### src/hw/lc_trans_params.svh
// Widths, lifecycle codes and the multi-bit On value for the lifecycle translator
// Included by the package and by every block that decodes raw codes

`ifndef LC_TRANS_PARAMS_SVH
`define LC_TRANS_PARAMS_SVH

// ------------------------------------------------------------
// Widths
// ------------------------------------------------------------
`define LC_ST_W 5
`define DBG_W 64
`define LC_TX_W 4

// Multi-bit enable, only this exact pattern counts as On
`define LC_TX_ON 4'b0101

// ------------------------------------------------------------
// Lifecycle codes reported by the fuse controller
// ------------------------------------------------------------
`define LC_ST_RAW 5'd0
// Test states alternate, unlocked on odd codes and locked on even
`define LC_ST_TEST_UNLOCKED0 5'd1
`define LC_ST_TEST_LOCKED0 5'd2
`define LC_ST_TEST_UNLOCKED1 5'd3
`define LC_ST_TEST_LOCKED1 5'd4
`define LC_ST_TEST_UNLOCKED2 5'd5
`define LC_ST_TEST_LOCKED2 5'd6
`define LC_ST_TEST_UNLOCKED3 5'd7
`define LC_ST_TEST_LOCKED3 5'd8
`define LC_ST_TEST_UNLOCKED4 5'd9
`define LC_ST_TEST_LOCKED4 5'd10
`define LC_ST_TEST_UNLOCKED5 5'd11
`define LC_ST_TEST_LOCKED5 5'd12
`define LC_ST_TEST_UNLOCKED6 5'd13
`define LC_ST_TEST_LOCKED6 5'd14
`define LC_ST_TEST_UNLOCKED7 5'd15
// Mission-mode states
`define LC_ST_DEV 5'd16
`define LC_ST_PROD 5'd17
`define LC_ST_PROD_END 5'd18
`define LC_ST_RMA 5'd19
`define LC_ST_SCRAP 5'd20
// Codes 21 to 31 decode as invalid

`endif

### src/hw/lc_trans_pkg.sv
// Shared types of the lifecycle translator pipeline
// Import it wherever lifecycle codes, debug vectors or FSM states are used

`include "lc_trans_params.svh"

package lc_trans_pkg;

  // ------------------------------------------------------------
  // Plain vectors
  // ------------------------------------------------------------
  // Raw lifecycle code from the fuse controller
  typedef logic [`LC_ST_W-1:0] lc_state_t;

  // Multi-bit enable from the lifecycle controller
  typedef logic [`LC_TX_W-1:0] lc_tx_t;

  // Debug unlock level or one of the SoC masks
  typedef logic [`DBG_W-1:0] dbg_vec_t;

  // ------------------------------------------------------------
  // Enumerations
  // ------------------------------------------------------------
  // Device lifecycle seen by the core
  typedef enum logic [1:0] {
    UNPROVISIONED = 2'b00,
    MANUFACTURING = 2'b01,
    PRODUCTION    = 2'b11
  } lifecycle_t;

  // Lifecycle class after decoding the raw code
  typedef enum logic [2:0] {
    LOCKED,
    UNLOCKED,
    DEV,
    PROD,
    RMA,
    SCRAP,
    INVALID
  } lc_class_e;

  // Translator FSM states
  typedef enum logic [2:0] {
    RESET,
    IDLE,
    NON_DEBUG,
    UNPROV_DEBUG,
    MANUF_NON_DEBUG,
    MANUF_DEBUG,
    PROD_NON_DEBUG,
    PROD_DEBUG
  } trans_state_e;

endpackage

### src/hw/lc_trans_ifs.sv
// Stage-to-stage buses of the translator pipeline
// Plain strobes and levels, no handshake and no back-pressure

// ------------------------------------------------------------
// Stage 1 to stage 2, decoded lifecycle and debug requests
// ------------------------------------------------------------
interface lc_dec_if;
  import lc_trans_pkg::*;

  // Fuse data valid, qualifies every other field
  logic      valid;
  lc_class_e lc_class;
  // SCRAP request or state error, forces lockdown
  logic      lock_req;
  logic      manuf_unlock;
  logic      prod_unlock;
  // SoC enable requests, already masked by SCRAP
  logic      dft_req;
  logic      hw_dbg_req;

  modport src (
    output valid,
    output lc_class,
    output lock_req,
    output manuf_unlock,
    output prod_unlock,
    output dft_req,
    output hw_dbg_req
  );

  modport dst (
    input valid,
    input lc_class,
    input lock_req,
    input manuf_unlock,
    input prod_unlock,
    input dft_req,
    input hw_dbg_req
  );
endinterface

// ------------------------------------------------------------
// Stage 2 to stage 3, FSM state and delayed requests
// ------------------------------------------------------------
interface trans_if;
  import lc_trans_pkg::*;

  logic         valid;
  trans_state_e state;
  // Requests delayed one cycle to line up with state
  logic         dft_req;
  logic         hw_dbg_req;

  modport src (output valid, output state, output dft_req, output hw_dbg_req);
  modport dst (input valid, input state, input dft_req, input hw_dbg_req);
endinterface

### src/hw/lc_input_stage.sv
// Stage 1 of the translator, registers the fuse and debug inputs
// Classifies the lifecycle code and reduces the debug masks to single requests

`include "lc_trans_params.svh"

module lc_input_stage (
  input  logic                    clk_i,
  input  logic                    rst_ni,
  input  logic                    otp_valid_i,
  input  lc_trans_pkg::lc_state_t otp_state_i,
  input  logic                    lc_prog_req_i,
  input  lc_trans_pkg::lc_state_t lc_prog_state_i,
  input  logic                    state_error_i,
  input  lc_trans_pkg::lc_tx_t    lc_dft_en_i,
  input  lc_trans_pkg::lc_tx_t    lc_hw_debug_en_i,
  input  logic                    dbg_manuf_enable_i,
  input  lc_trans_pkg::dbg_vec_t  dbg_unlock_level_i,
  input  lc_trans_pkg::dbg_vec_t  dft_en_mask_i,
  input  lc_trans_pkg::dbg_vec_t  dbg_unlock_mask_i,
  input  lc_trans_pkg::dbg_vec_t  cltap_unlock_mask_i,
  lc_dec_if.src                   dec_o
);
  import lc_trans_pkg::*;

  logic      scrap_req;
  logic      lock_req;
  logic      prod_unlock;
  logic      dft_term;
  logic      cltap_term;
  logic      dft_req;
  logic      hw_dbg_req;
  lc_class_e lc_class;

  // ------------------------------------------------------------
  // Request decode
  // ------------------------------------------------------------
  // Lifecycle controller programming SCRAP into the fuses
  assign scrap_req = lc_prog_req_i && (lc_prog_state_i == `LC_ST_SCRAP);
  assign lock_req  = scrap_req || (otp_state_i == `LC_ST_SCRAP) || state_error_i;

  // Level ANDed with each mask, any overlapping bit unlocks
  assign prod_unlock = |(dbg_unlock_level_i & dbg_unlock_mask_i);
  assign dft_term    = |(dbg_unlock_level_i & dft_en_mask_i);
  assign cltap_term  = |(dbg_unlock_level_i & cltap_unlock_mask_i);

  // SCRAP in flight kills both SoC enables
  assign dft_req    = ((lc_dft_en_i == `LC_TX_ON) || dft_term) && !scrap_req;
  assign hw_dbg_req = ((lc_hw_debug_en_i == `LC_TX_ON) || cltap_term) && !scrap_req;

  // Lifecycle class of the fuse state
  always_comb begin
    case (otp_state_i)
      `LC_ST_RAW, `LC_ST_TEST_LOCKED0, `LC_ST_TEST_LOCKED1, `LC_ST_TEST_LOCKED2,
      `LC_ST_TEST_LOCKED3, `LC_ST_TEST_LOCKED4, `LC_ST_TEST_LOCKED5,
      `LC_ST_TEST_LOCKED6: lc_class = LOCKED;
      `LC_ST_TEST_UNLOCKED0, `LC_ST_TEST_UNLOCKED1, `LC_ST_TEST_UNLOCKED2,
      `LC_ST_TEST_UNLOCKED3, `LC_ST_TEST_UNLOCKED4, `LC_ST_TEST_UNLOCKED5,
      `LC_ST_TEST_UNLOCKED6, `LC_ST_TEST_UNLOCKED7: lc_class = UNLOCKED;
      `LC_ST_DEV:      lc_class = DEV;
      // PROD_END behaves like PROD for debug purposes
      `LC_ST_PROD, `LC_ST_PROD_END: lc_class = PROD;
      `LC_ST_RMA:      lc_class = RMA;
      `LC_ST_SCRAP:    lc_class = SCRAP;
      default:         lc_class = INVALID;
    endcase
  end

  // ------------------------------------------------------------
  // Input register
  // ------------------------------------------------------------
  always_ff @(posedge clk_i or negedge rst_ni) begin
    if (!rst_ni) begin
      dec_o.valid        <= 1'b0;
      dec_o.lc_class     <= INVALID;
      dec_o.lock_req     <= 1'b0;
      dec_o.manuf_unlock <= 1'b0;
      dec_o.prod_unlock  <= 1'b0;
      dec_o.dft_req      <= 1'b0;
      dec_o.hw_dbg_req   <= 1'b0;
    end else if (!otp_valid_i) begin
      // Fuse data not valid yet, nothing downstream may act
      dec_o.valid        <= 1'b0;
      dec_o.lc_class     <= INVALID;
      dec_o.lock_req     <= 1'b0;
      dec_o.manuf_unlock <= 1'b0;
      dec_o.prod_unlock  <= 1'b0;
      dec_o.dft_req      <= 1'b0;
      dec_o.hw_dbg_req   <= 1'b0;
    end else begin
      dec_o.valid        <= 1'b1;
      dec_o.lc_class     <= lc_class;
      dec_o.lock_req     <= lock_req;
      dec_o.manuf_unlock <= dbg_manuf_enable_i;
      dec_o.prod_unlock  <= prod_unlock;
      dec_o.dft_req      <= dft_req;
      dec_o.hw_dbg_req   <= hw_dbg_req;
    end
  end

endmodule

### src/hw/lc_security_translator.sv
// Top level of the lifecycle to security state translator
// Three-stage pipeline: input decode, translator FSM, output encode

module lc_security_translator (
  input  logic                     clk_i,
  input  logic                     rst_ni,
  // Fuse controller
  input  logic                     otp_valid_i,
  input  lc_trans_pkg::lc_state_t  otp_state_i,
  // Lifecycle controller
  input  logic                     lc_prog_req_i,
  input  lc_trans_pkg::lc_state_t  lc_prog_state_i,
  input  logic                     state_error_i,
  input  lc_trans_pkg::lc_tx_t     lc_dft_en_i,
  input  lc_trans_pkg::lc_tx_t     lc_hw_debug_en_i,
  // Core and SoC debug controls
  input  logic                     dbg_manuf_enable_i,
  input  lc_trans_pkg::dbg_vec_t   dbg_unlock_level_i,
  input  lc_trans_pkg::dbg_vec_t   dft_en_mask_i,
  input  lc_trans_pkg::dbg_vec_t   dbg_unlock_mask_i,
  input  lc_trans_pkg::dbg_vec_t   cltap_unlock_mask_i,
  // Security state of the core
  output lc_trans_pkg::lifecycle_t device_lifecycle_o,
  output logic                     debug_locked_o,
  // SoC debug enables
  output logic                     soc_dft_en_o,
  output logic                     soc_hw_debug_en_o
);

  // Stage buses
  lc_dec_if u_dec_if ();
  trans_if  u_trans_if ();

  // ------------------------------------------------------------
  // Stage 1, input register and decode
  // ------------------------------------------------------------
  lc_input_stage u_input (
    .clk_i               (clk_i),
    .rst_ni              (rst_ni),
    .otp_valid_i         (otp_valid_i),
    .otp_state_i         (otp_state_i),
    .lc_prog_req_i       (lc_prog_req_i),
    .lc_prog_state_i     (lc_prog_state_i),
    .state_error_i       (state_error_i),
    .lc_dft_en_i         (lc_dft_en_i),
    .lc_hw_debug_en_i    (lc_hw_debug_en_i),
    .dbg_manuf_enable_i  (dbg_manuf_enable_i),
    .dbg_unlock_level_i  (dbg_unlock_level_i),
    .dft_en_mask_i       (dft_en_mask_i),
    .dbg_unlock_mask_i   (dbg_unlock_mask_i),
    .cltap_unlock_mask_i (cltap_unlock_mask_i),
    .dec_o               (u_dec_if.src)
  );

  // Stage 2, translator FSM
  translator_fsm u_fsm (
    .clk_i   (clk_i),
    .rst_ni  (rst_ni),
    .dec_i   (u_dec_if.dst),
    .trans_o (u_trans_if.src)
  );

  // Stage 3, registered outputs
  security_encode_stage u_encode (
    .clk_i              (clk_i),
    .rst_ni             (rst_ni),
    .trans_i            (u_trans_if.dst),
    .device_lifecycle_o (device_lifecycle_o),
    .debug_locked_o     (debug_locked_o),
    .soc_dft_en_o       (soc_dft_en_o),
    .soc_hw_debug_en_o  (soc_hw_debug_en_o)
  );

endmodule

### src/hw/security_encode_stage.sv
// Stage 3 of the translator, encodes the FSM state into the core security state
// Registers the lifecycle, the locked bit and the two SoC debug enables

module security_encode_stage (
  input  logic                     clk_i,
  input  logic                     rst_ni,
  trans_if.dst                     trans_i,
  output lc_trans_pkg::lifecycle_t device_lifecycle_o,
  output logic                     debug_locked_o,
  output logic                     soc_dft_en_o,
  output logic                     soc_hw_debug_en_o
);
  import lc_trans_pkg::*;

  lifecycle_t lifecycle_d;
  logic       locked_d;

  // ------------------------------------------------------------
  // State to security state mapping
  // ------------------------------------------------------------
  always_comb begin
    case (trans_i.state)
      UNPROV_DEBUG: begin
        lifecycle_d = UNPROVISIONED;
        locked_d    = 1'b0;
      end
      MANUF_NON_DEBUG: begin
        lifecycle_d = MANUFACTURING;
        locked_d    = 1'b1;
      end
      MANUF_DEBUG: begin
        lifecycle_d = MANUFACTURING;
        locked_d    = 1'b0;
      end
      PROD_DEBUG: begin
        lifecycle_d = PRODUCTION;
        locked_d    = 1'b0;
      end
      // RESET, IDLE, NON_DEBUG and PROD_NON_DEBUG stay locked
      default: begin
        lifecycle_d = PRODUCTION;
        locked_d    = 1'b1;
      end
    endcase
  end

  // ------------------------------------------------------------
  // Output registers, defaults are production and locked
  // ------------------------------------------------------------
  always_ff @(posedge clk_i or negedge rst_ni) begin
    if (!rst_ni) begin
      device_lifecycle_o <= PRODUCTION;
      debug_locked_o     <= 1'b1;
      soc_dft_en_o       <= 1'b0;
      soc_hw_debug_en_o  <= 1'b0;
    end else if (!trans_i.valid) begin
      device_lifecycle_o <= PRODUCTION;
      debug_locked_o     <= 1'b1;
      soc_dft_en_o       <= 1'b0;
      soc_hw_debug_en_o  <= 1'b0;
    end else begin
      device_lifecycle_o <= lifecycle_d;
      debug_locked_o     <= locked_d;
      soc_dft_en_o       <= trans_i.dft_req;
      soc_hw_debug_en_o  <= trans_i.hw_dbg_req;
    end
  end

endmodule

### src/hw/translator_fsm.sv
// Stage 2 of the translator, the security state machine
// Walks RESET, IDLE, then the class state, with a sticky non-debug lockdown

module translator_fsm (
  input  logic  clk_i,
  input  logic  rst_ni,
  lc_dec_if.dst dec_i,
  trans_if.src  trans_o
);
  import lc_trans_pkg::*;

  trans_state_e state_q;
  trans_state_e state_d;

  // ------------------------------------------------------------
  // Next-state logic
  // ------------------------------------------------------------
  always_comb begin
    state_d = state_q;
    if (!dec_i.valid) begin
      // Fuse data dropped, restart the walk
      state_d = RESET;
    end else begin
      case (state_q)
        RESET: begin
          state_d = IDLE;
        end
        IDLE: begin
          // Lockdown request wins over any class
          if (dec_i.lock_req) begin
            state_d = NON_DEBUG;
          end else begin
            case (dec_i.lc_class)
              LOCKED:   state_d = NON_DEBUG;
              SCRAP:    state_d = NON_DEBUG;
              UNLOCKED: state_d = UNPROV_DEBUG;
              DEV:      state_d = MANUF_NON_DEBUG;
              PROD:     state_d = PROD_NON_DEBUG;
              RMA:      state_d = PROD_DEBUG;
              // Invalid code, wait for a usable one
              default:  state_d = IDLE;
            endcase
          end
        end
        // Only valid going low leaves lockdown
        NON_DEBUG: begin
          state_d = NON_DEBUG;
        end
        UNPROV_DEBUG: begin
          if (dec_i.lock_req) begin
            state_d = NON_DEBUG;
          end
        end
        MANUF_NON_DEBUG: begin
          if (dec_i.lock_req) begin
            state_d = NON_DEBUG;
          end else if (dec_i.manuf_unlock) begin
            state_d = MANUF_DEBUG;
          end
        end
        MANUF_DEBUG: begin
          if (dec_i.lock_req) begin
            state_d = NON_DEBUG;
          end
        end
        PROD_NON_DEBUG: begin
          if (dec_i.lock_req) begin
            state_d = NON_DEBUG;
          end else if (dec_i.prod_unlock) begin
            state_d = PROD_DEBUG;
          end
        end
        PROD_DEBUG: begin
          if (dec_i.lock_req) begin
            state_d = NON_DEBUG;
          end
        end
        default: begin
          state_d = RESET;
        end
      endcase
    end
  end

  // ------------------------------------------------------------
  // State and request registers
  // ------------------------------------------------------------
  always_ff @(posedge clk_i or negedge rst_ni) begin
    if (!rst_ni) begin
      state_q            <= RESET;
      trans_o.valid      <= 1'b0;
      trans_o.dft_req    <= 1'b0;
      trans_o.hw_dbg_req <= 1'b0;
    end else begin
      state_q            <= state_d;
      // Requests delayed so they line up with the new state
      trans_o.valid      <= dec_i.valid;
      trans_o.dft_req    <= dec_i.dft_req;
      trans_o.hw_dbg_req <= dec_i.hw_dbg_req;
    end
  end

  assign trans_o.state = state_q;

endmodule

### config.mk
export PLATFORM = sky130hd
export DESIGN_NAME = lc_security_translator
export DESIGN_NICKNAME = d
export VERILOG_FILES = /design/src/hw/lc_trans_pkg.sv /design/src/hw/lc_trans_ifs.sv /design/src/hw/lc_input_stage.sv /design/src/hw/lc_security_translator.sv /design/src/hw/security_encode_stage.sv /design/src/hw/translator_fsm.sv
export VERILOG_INCLUDE_DIRS = /design/src /design/src/hw
export SDC_FILE = /design/constraint.sdc
export NUM_CORES = 1
export LEC_CHECK = 0
export ABC_AREA = 1
export BUFFER_PORTS_ARGS = -buffer_cell sky130_fd_sc_hd__buf_2
export CELL_PAD_IN_SITES_DETAIL_PLACEMENT = 1
export CELL_PAD_IN_SITES_GLOBAL_PLACEMENT = 1
export CORE_AREA = 2 2 112 114
export CTS_CLUSTER_DIAMETER = 120
export DETAILED_ROUTE_END_ITERATION = 16
export DIE_AREA = 0 0 114 116
export GPL_TIMING_DRIVEN = 0
export PLACE_DENSITY_LB_ADDON = 0.1
export SKIP_CTS_REPAIR_TIMING = 1
export SYNTH_ARGS = -nofsm -noshare
export SYNTH_HDL_FRONTEND = slang
export SYNTH_HIERARCHICAL = 1
export SYNTH_SLANG_ARGS = --single-unit
### constraint.sdc
create_clock -name clk_i -period 2.35 [get_ports clk_i]
set_clock_uncertainty 0.1 [all_clocks]
set_input_delay 0.47 -clock clk_i [delete_from_list [all_inputs] [get_ports clk_i]]
set_output_delay 0.47 -clock clk_i [all_outputs]
set_load 0.01 [all_outputs]
* Yosys cells after proc, flatten, opt, wreduce, memory -nomap -nowiden
Memories as Yosys holds them, arrays and structs flattened. Cells that the tools add are included.
Word-level totals: register bits 20, latch bits 0, memory bits (writable) 0, memory bits (read-only) 96, input bits 280, output and inout port bits 5, word-level logic and storage cells 77, memories 1
Operators by class: add/subtract/negate cells 0, multiply operators 0, divide/modulo/power cells 0, $lt $le $gt $ge 0, equal/unequal tests 19, shift-type cells 0, multiplexer cells 22, bitwise gates (word level) 3, reductions and logical operators 17
Memories:
- (name not given) | depth 32, bits a word 3, rd ports 1, clocked after memory_dff 0, wr ports 0, line lc_input_stage.sv:52 | case (otp_state_i)
Operator list (count):
- AND 64 bit | 3
- OR reduction 64 bit | 3
- two-way mux 3 bit | 8
- == test 3 bit, second input constant | 6
- one-hot mux 3 bit (6 select lines) | 1
- one-hot mux 3 bit (5 select lines) | 1
- == test 3 x 2 -> 1 bit, second input constant | 4
- == test 5 bit, second input constant | 2
- two-way mux 1 bit | 10
- == test 4 x 3 -> 1 bit, second input constant | 2
- != test 4 bit, second input constant | 2
- == test 3 x 1 -> 1 bit, second input constant | 2
- logical NOT 3 bit | 2
- logical OR 1 bit | 4
- one-hot mux 2 bit (2 select lines) | 1
- OR reduction 2 bit | 2
- logical AND 1 bit | 3
- != test 3 bit, second input constant | 1
- AND reduction 3 bit | 1
- OR reduction 3 bit | 1
- two-way mux 2 bit | 1
- logical NOT 1 bit | 1

* Longest topological paths before layout
word-level depth 6, gate-level depth with buffers 8, depth with buffers taken out 8

* Hierarchy
Netlist, hierarchy kept.
By module, submodules not included:
- lc_input_stage | times used 1, cells an instance 414, area each 1815.5 um2, seq. area each 227.7 um2
- translator_fsm | times used 1, cells an instance 52, area each 351.6 um2, seq. area each 150.1 um2
- security_encode_stage | times used 1, cells an instance 19, area each 185.2 um2, seq. area each 128.9 um2

* Worst setup path before layout
No wires, ideal clock.
kind input to register, start point in dft_en_mask_i[16], end point reg u_input.dec_o.dft_req, library setup time 0.116 ns, data arrival time 0.966 ns, data required time 2.134 ns, slack 1.168 ns, stages on the path 8, buffers on the path 0, cells stage by stage nand2_1 nand2_1 nor2_1 nand2_1 nor2_1 nand3_1 nor2_1 nor2_1
On the way: cells in the longest elaborated chain, start to end 5
Ends and longest elaborated chain:
- start: declaration | line lc_security_translator.sv:19 | input lc_trans_pkg::dbg_vec_t dft_en_mask_i,
- AND 64 bit | line lc_input_stage.sv:43 | assign dft_term = |(dbg_unlock_level_i & dft_en_mask_i);
- OR reduction 64 bit | line lc_input_stage.sv:43
- logical OR 1 bit | line lc_input_stage.sv:47 | assign dft_req = ((lc_dft_en_i == `LC_TX_ON) || dft_term) && !scrap_req;
- logical AND 1 bit | line lc_input_stage.sv:47
- two-way mux 1 bit | line lc_input_stage.sv:80 | end else if (!otp_valid_i) begin
- end: declaration | line lc_trans_ifs.sv:27 | output dft_req,
No other way between the ends. A chain may end at the register's enable or synchronous reset.

* Final worst setup path
start point reg u_encode.device_lifecycle_o[1], end point out device_lifecycle_o[1]
RTL lines:
- start: declaration | line security_encode_stage.sv:8 | output lc_trans_pkg::lifecycle_t device_lifecycle_o,
- start signal: assignment | line security_encode_stage.sv:62 | device_lifecycle_o <= lifecycle_d;
- end: declaration | line lc_security_translator.sv:23 | output lc_trans_pkg::lifecycle_t device_lifecycle_o,
No word-level cell between the ends.

==> summary.txt <==
Detailed routing
  • Routed wire length: 14.2 mm
  • Wire per inst: 15.4 um
  • Routed via count: 3927
  • Post-DR vias/cell: 4.26
  • Remaining design rule violation count: 0
  • DR iter-0 viols: 71
  • Remaining antenna violation count after routing: 0
  • First-pass iteration count of the detailed router: 4

Synthesis
  • Gate count after technology mapping: 485
  • Number of warnings printed during yosys synthesis: 6
  • Count of different cell masters after synthesis: 18
  • Post-Synthesis Net Count: 768
  • Fraction of the yosys area taken by sequential cells: 0.215
  • Mean instance size in the synthesized netlist: 4.85 um^2
  • Synthesized area: 2350 um^2
  • Post-synthesis register bit count: 20

Power and ir drop
  • Combinational Power Share: 0.447
  • Total net switching power: 506 uW
  • Maximum resistive drop on vdd: 211 uV
  • Internal portion of total power: 948 uW
  • Switching share of total power: 0.348
  • LEAKAGE: 0.00261 uW
  • Portion of total power attributed to the clock network: 0.259
  • Part of the power in registers: 0.293
  • Power density of the placed cells: 359 nW/um^2

Worst setup path
  • Critical path buffers and inverters: 1
  • Worst Path Required: 1.78 ns
  • Count of cell instances traversed by the critical path: 1
  • Largest stage delay, worst path: 0.51 ns
  • Capture instance of the worst register-to-register path: u_fsm/trans_o.state[2]
  • Minimum setup slack among reg-to-reg paths: 1.04 ns
  • Cell family contributing the most delay on the critical path: flip-flops
  • Number of cell instances on the worst register-to-register path: 7
  • Class of the most critical setup path: flop to output port
  • Arr. time, crit path: 0.88 ns
  • CP startpoint: u_encode/device_lifecycle_o[1]
  • Startpoint type of the worst setup path: flop
  • Worst setup path endpoint: device_lifecycle_o[1]
  • Cell breakdown of the critical path: buf_2
  • CP max FO: 1
  • Nature of the critical path endpoint: output port
  • Reg2Reg Launch Point: u_fsm/trans_o.state[1]
  • Cell type of the slowest stage on the worst timing path: sky130_fd_sc_hd__dfstp_2

Floorplan
  • Placeable core region: 11900 um^2
  • Die extent in x: 114 um
  • Std cell rows: 40
  • Initial core utilization: 0.197
  • Number of I/O pins: 285
  • Area of the die: 13200 um^2
  • Die Ht: 116 um

Clock network
  • Clk_lat worst skew: 0.25 ns
  • CTS clock-pin slew for the worst setup and hold paths: 0.05 ns
  • CTS Sinks: 20
  • Number of CTS-inserted buffers: 3
  • Clock root buffer: sky130_fd_sc_hd__clkbuf_16
  • Number of H-tree levels: 1
  • Buffers from clock root to sink, at most: 2
  • TritonCTS clock tree: built

Finish
  • Final Instance Count excl. Fillers: 921
  • Commonest non-fill, non-tap cell in the layout: sky130_fd_sc_hd__nand2_1
  • Layout fillers: 1764
  • Cell area after layout: 4050 um^2
  • Share of cells above drive strength 1: 0.386
  • Number of nets in the final layout: 1057
  • Highest-count cells in the layout ignoring fill and taps: sky130_fd_sc_hd__nand2_1 (330), sky130_fd_sc_hd__buf_2 (284), sky130_fd_sc_hd__nor2_1 (71)
  • Area growth from synthesis to final layout: 72.1%
  • Post-layout utilization of the core: 0.340

Place
  • Post-placement setup slack: 0.763 ns
  • Standard cell area after detailed placement: 3960 um^2
  • Port Buffers: 284
  • HPWL Detailed: 13.4 mm
  • Final GP Congestion: 0.891
  • Placed Cells incl. Taps: 916

Timing
  • Max Fclk: 691 MHz
  • Final cycle utilization of the critical path: 0.616
  • Least setup slack across all paths after layout: 0.903 ns
  • Setup Viol. Count Final: 0
  • Setup repair after global routing missed its margin: no
  • Worst slew margin: 0.712
  • Final number of max-transition violations: 0
  • Transition time of the tightest slew-check pin: 0.432 ns
  • Setup_tns: 0 ns
  • Post-layout minimum cycle time: 1.45 ns
  • Final Hold Vio Count: 0

Global route
  • Global-route wire length before repair: 21.6 mm
  • Largest net degree at the start of global routing: 21
  • Initial antenna violation count: 1
  • Total congestion overflow: 0
  • Vias in the first global route: 4281
  • Global-route total usage across every layer: 0.212

Run
  • Max-cap violations: 0

Hold path
  • Worst hold path class: primary input to asynchronous set/reset pin

Status
  • Status: finished, final reports clean
## how the worst min path moves through the flow
stage	start	end
finish	rst_ni	u_input/dec_o.manuf_unlock
global route	rst_ni	u_input/dec_o.manuf_unlock
CTS	rst_ni	u_input/dec_o.manuf_unlock
detailed placement	u_input/dec_o.hw_dbg_req	u_fsm/trans_o.hw_dbg_req
global placement	u_input/dec_o.dft_req	u_fsm/trans_o.dft_req
floorplan	rst_ni	u_encode/soc_dft_en_o
## stage by stage
stage / hold slack, ns / power, uW
after detailed placement: 0.240 / 1090
final: 0.0545 / 1450
after global routing: 0.0914 / 1580
after floorplan: 0.0744 / 707
after CTS: 0.0759 / 1480
after global placement: 0.238 / 1070
## kinds of logic after synthesis
kind of cell | count (synthesis) | share of synthesized area
and+or+nand+nor | 432 | 0.713
buffers and inverters | 21 | 0.0335
DFF | 20 | 0.215
AOI/OAI and AO/OA | 9 | 0.0223
adders and majority gates | 3 | 0.0160
## power groups by stage
stage               registers [uW]  clock network [uW]  logic, uW
floorplan                      425                   0        283
global placement               431                   0        642
detailed placement             432                   0        660
CTS                            427                 387        663
global route                   433                 400        749
finish                         426                 377        651
## cell usage after synthesis
master                     instances  area, um^2
sky130_fd_sc_hd__nand2_1         330        1240
sky130_fd_sc_hd__nand4_1           5        31.3
sky130_fd_sc_hd__a31oi_1           2        12.5
sky130_fd_sc_hd__nor3_1            4        20.0
sky130_fd_sc_hd__o21a_1            1        7.51
sky130_fd_sc_hd__nor2_2            2        12.5
sky130_fd_sc_hd__dfrtp_1          15         375
sky130_fd_sc_hd__nor2_1           71         267
sky130_fd_sc_hd__o21ai_1           2        10.0
sky130_fd_sc_hd__ha_1              3        37.5
sky130_fd_sc_hd__inv_1            20        75.1
sky130_fd_sc_hd__nand3b_1          2        15.0
sky130_fd_sc_hd__dfstp_2           5         131
sky130_fd_sc_hd__o21ai_0           3        15.0
sky130_fd_sc_hd__nand2_2           2        12.5
sky130_fd_sc_hd__inv_2             1        3.75
sky130_fd_sc_hd__o31ai_1           1        7.51
sky130_fd_sc_hd__nand3_1          16        80.1
## state kept, by name, summed over array words and instances (netlist names)
signal / count
u_fsm/trans_o.dft_req: 1
u_encode/debug_locked_o: 1
u_fsm/trans_o.valid: 1
u_input/dec_o.lock_req: 1
u_encode/soc_hw_debug_en_o: 1
u_input/dec_o.prod_unlock: 1
u_input/dec_o.manuf_unlock: 1
u_input/dec_o.hw_dbg_req: 1
u_encode/device_lifecycle_o: 2
u_encode/soc_dft_en_o: 1
u_input/dec_o.lc_class: 3
u_fsm/trans_o.state: 3
u_input/dec_o.dft_req: 1
u_fsm/trans_o.hw_dbg_req: 1
u_input/dec_o.valid: 1
## worst reg2reg max path: stages (launching register included)
cell and delay [ns]:
sky130_fd_sc_hd__dfrtp_1 0.48, sky130_fd_sc_hd__inv_1 0.12, sky130_fd_sc_hd__nand2_1 0.13, sky130_fd_sc_hd__nand2_1 0.07, sky130_fd_sc_hd__nand2_2 0.08, sky130_fd_sc_hd__nand2_2 0.06, sky130_fd_sc_hd__nand3_1 0.11, sky130_fd_sc_hd__nand2_1 0.05
## layer usage
metal / vias to the layer above / GRT usage / routed length (um)
li1: 2058 / - / -
met1: 1684 / 0.236 / 5650
met2: 166 / 0.415 / 7240
met3: 19 / 0.0460 / 1080
met4: 0 / 0.0423 / 250
met5: - / 0 / 0
## layout make-up
type | count | area, um^2 | share of cell area
inverter | 21 | 78.8 | 0.0195
antenna | 1 | 2.50 | 0.000618
sequential | 20 | 507 | 0.125
clock buffer | 4 | 88.8 | 0.0219
timing repair buffer | 284 | 1420 | 0.351
multi-input combinational | 444 | 1770 | 0.436
tap | 147 | 184 | 0.0454
No activity file was read; power rests on OpenSTA's default activity.
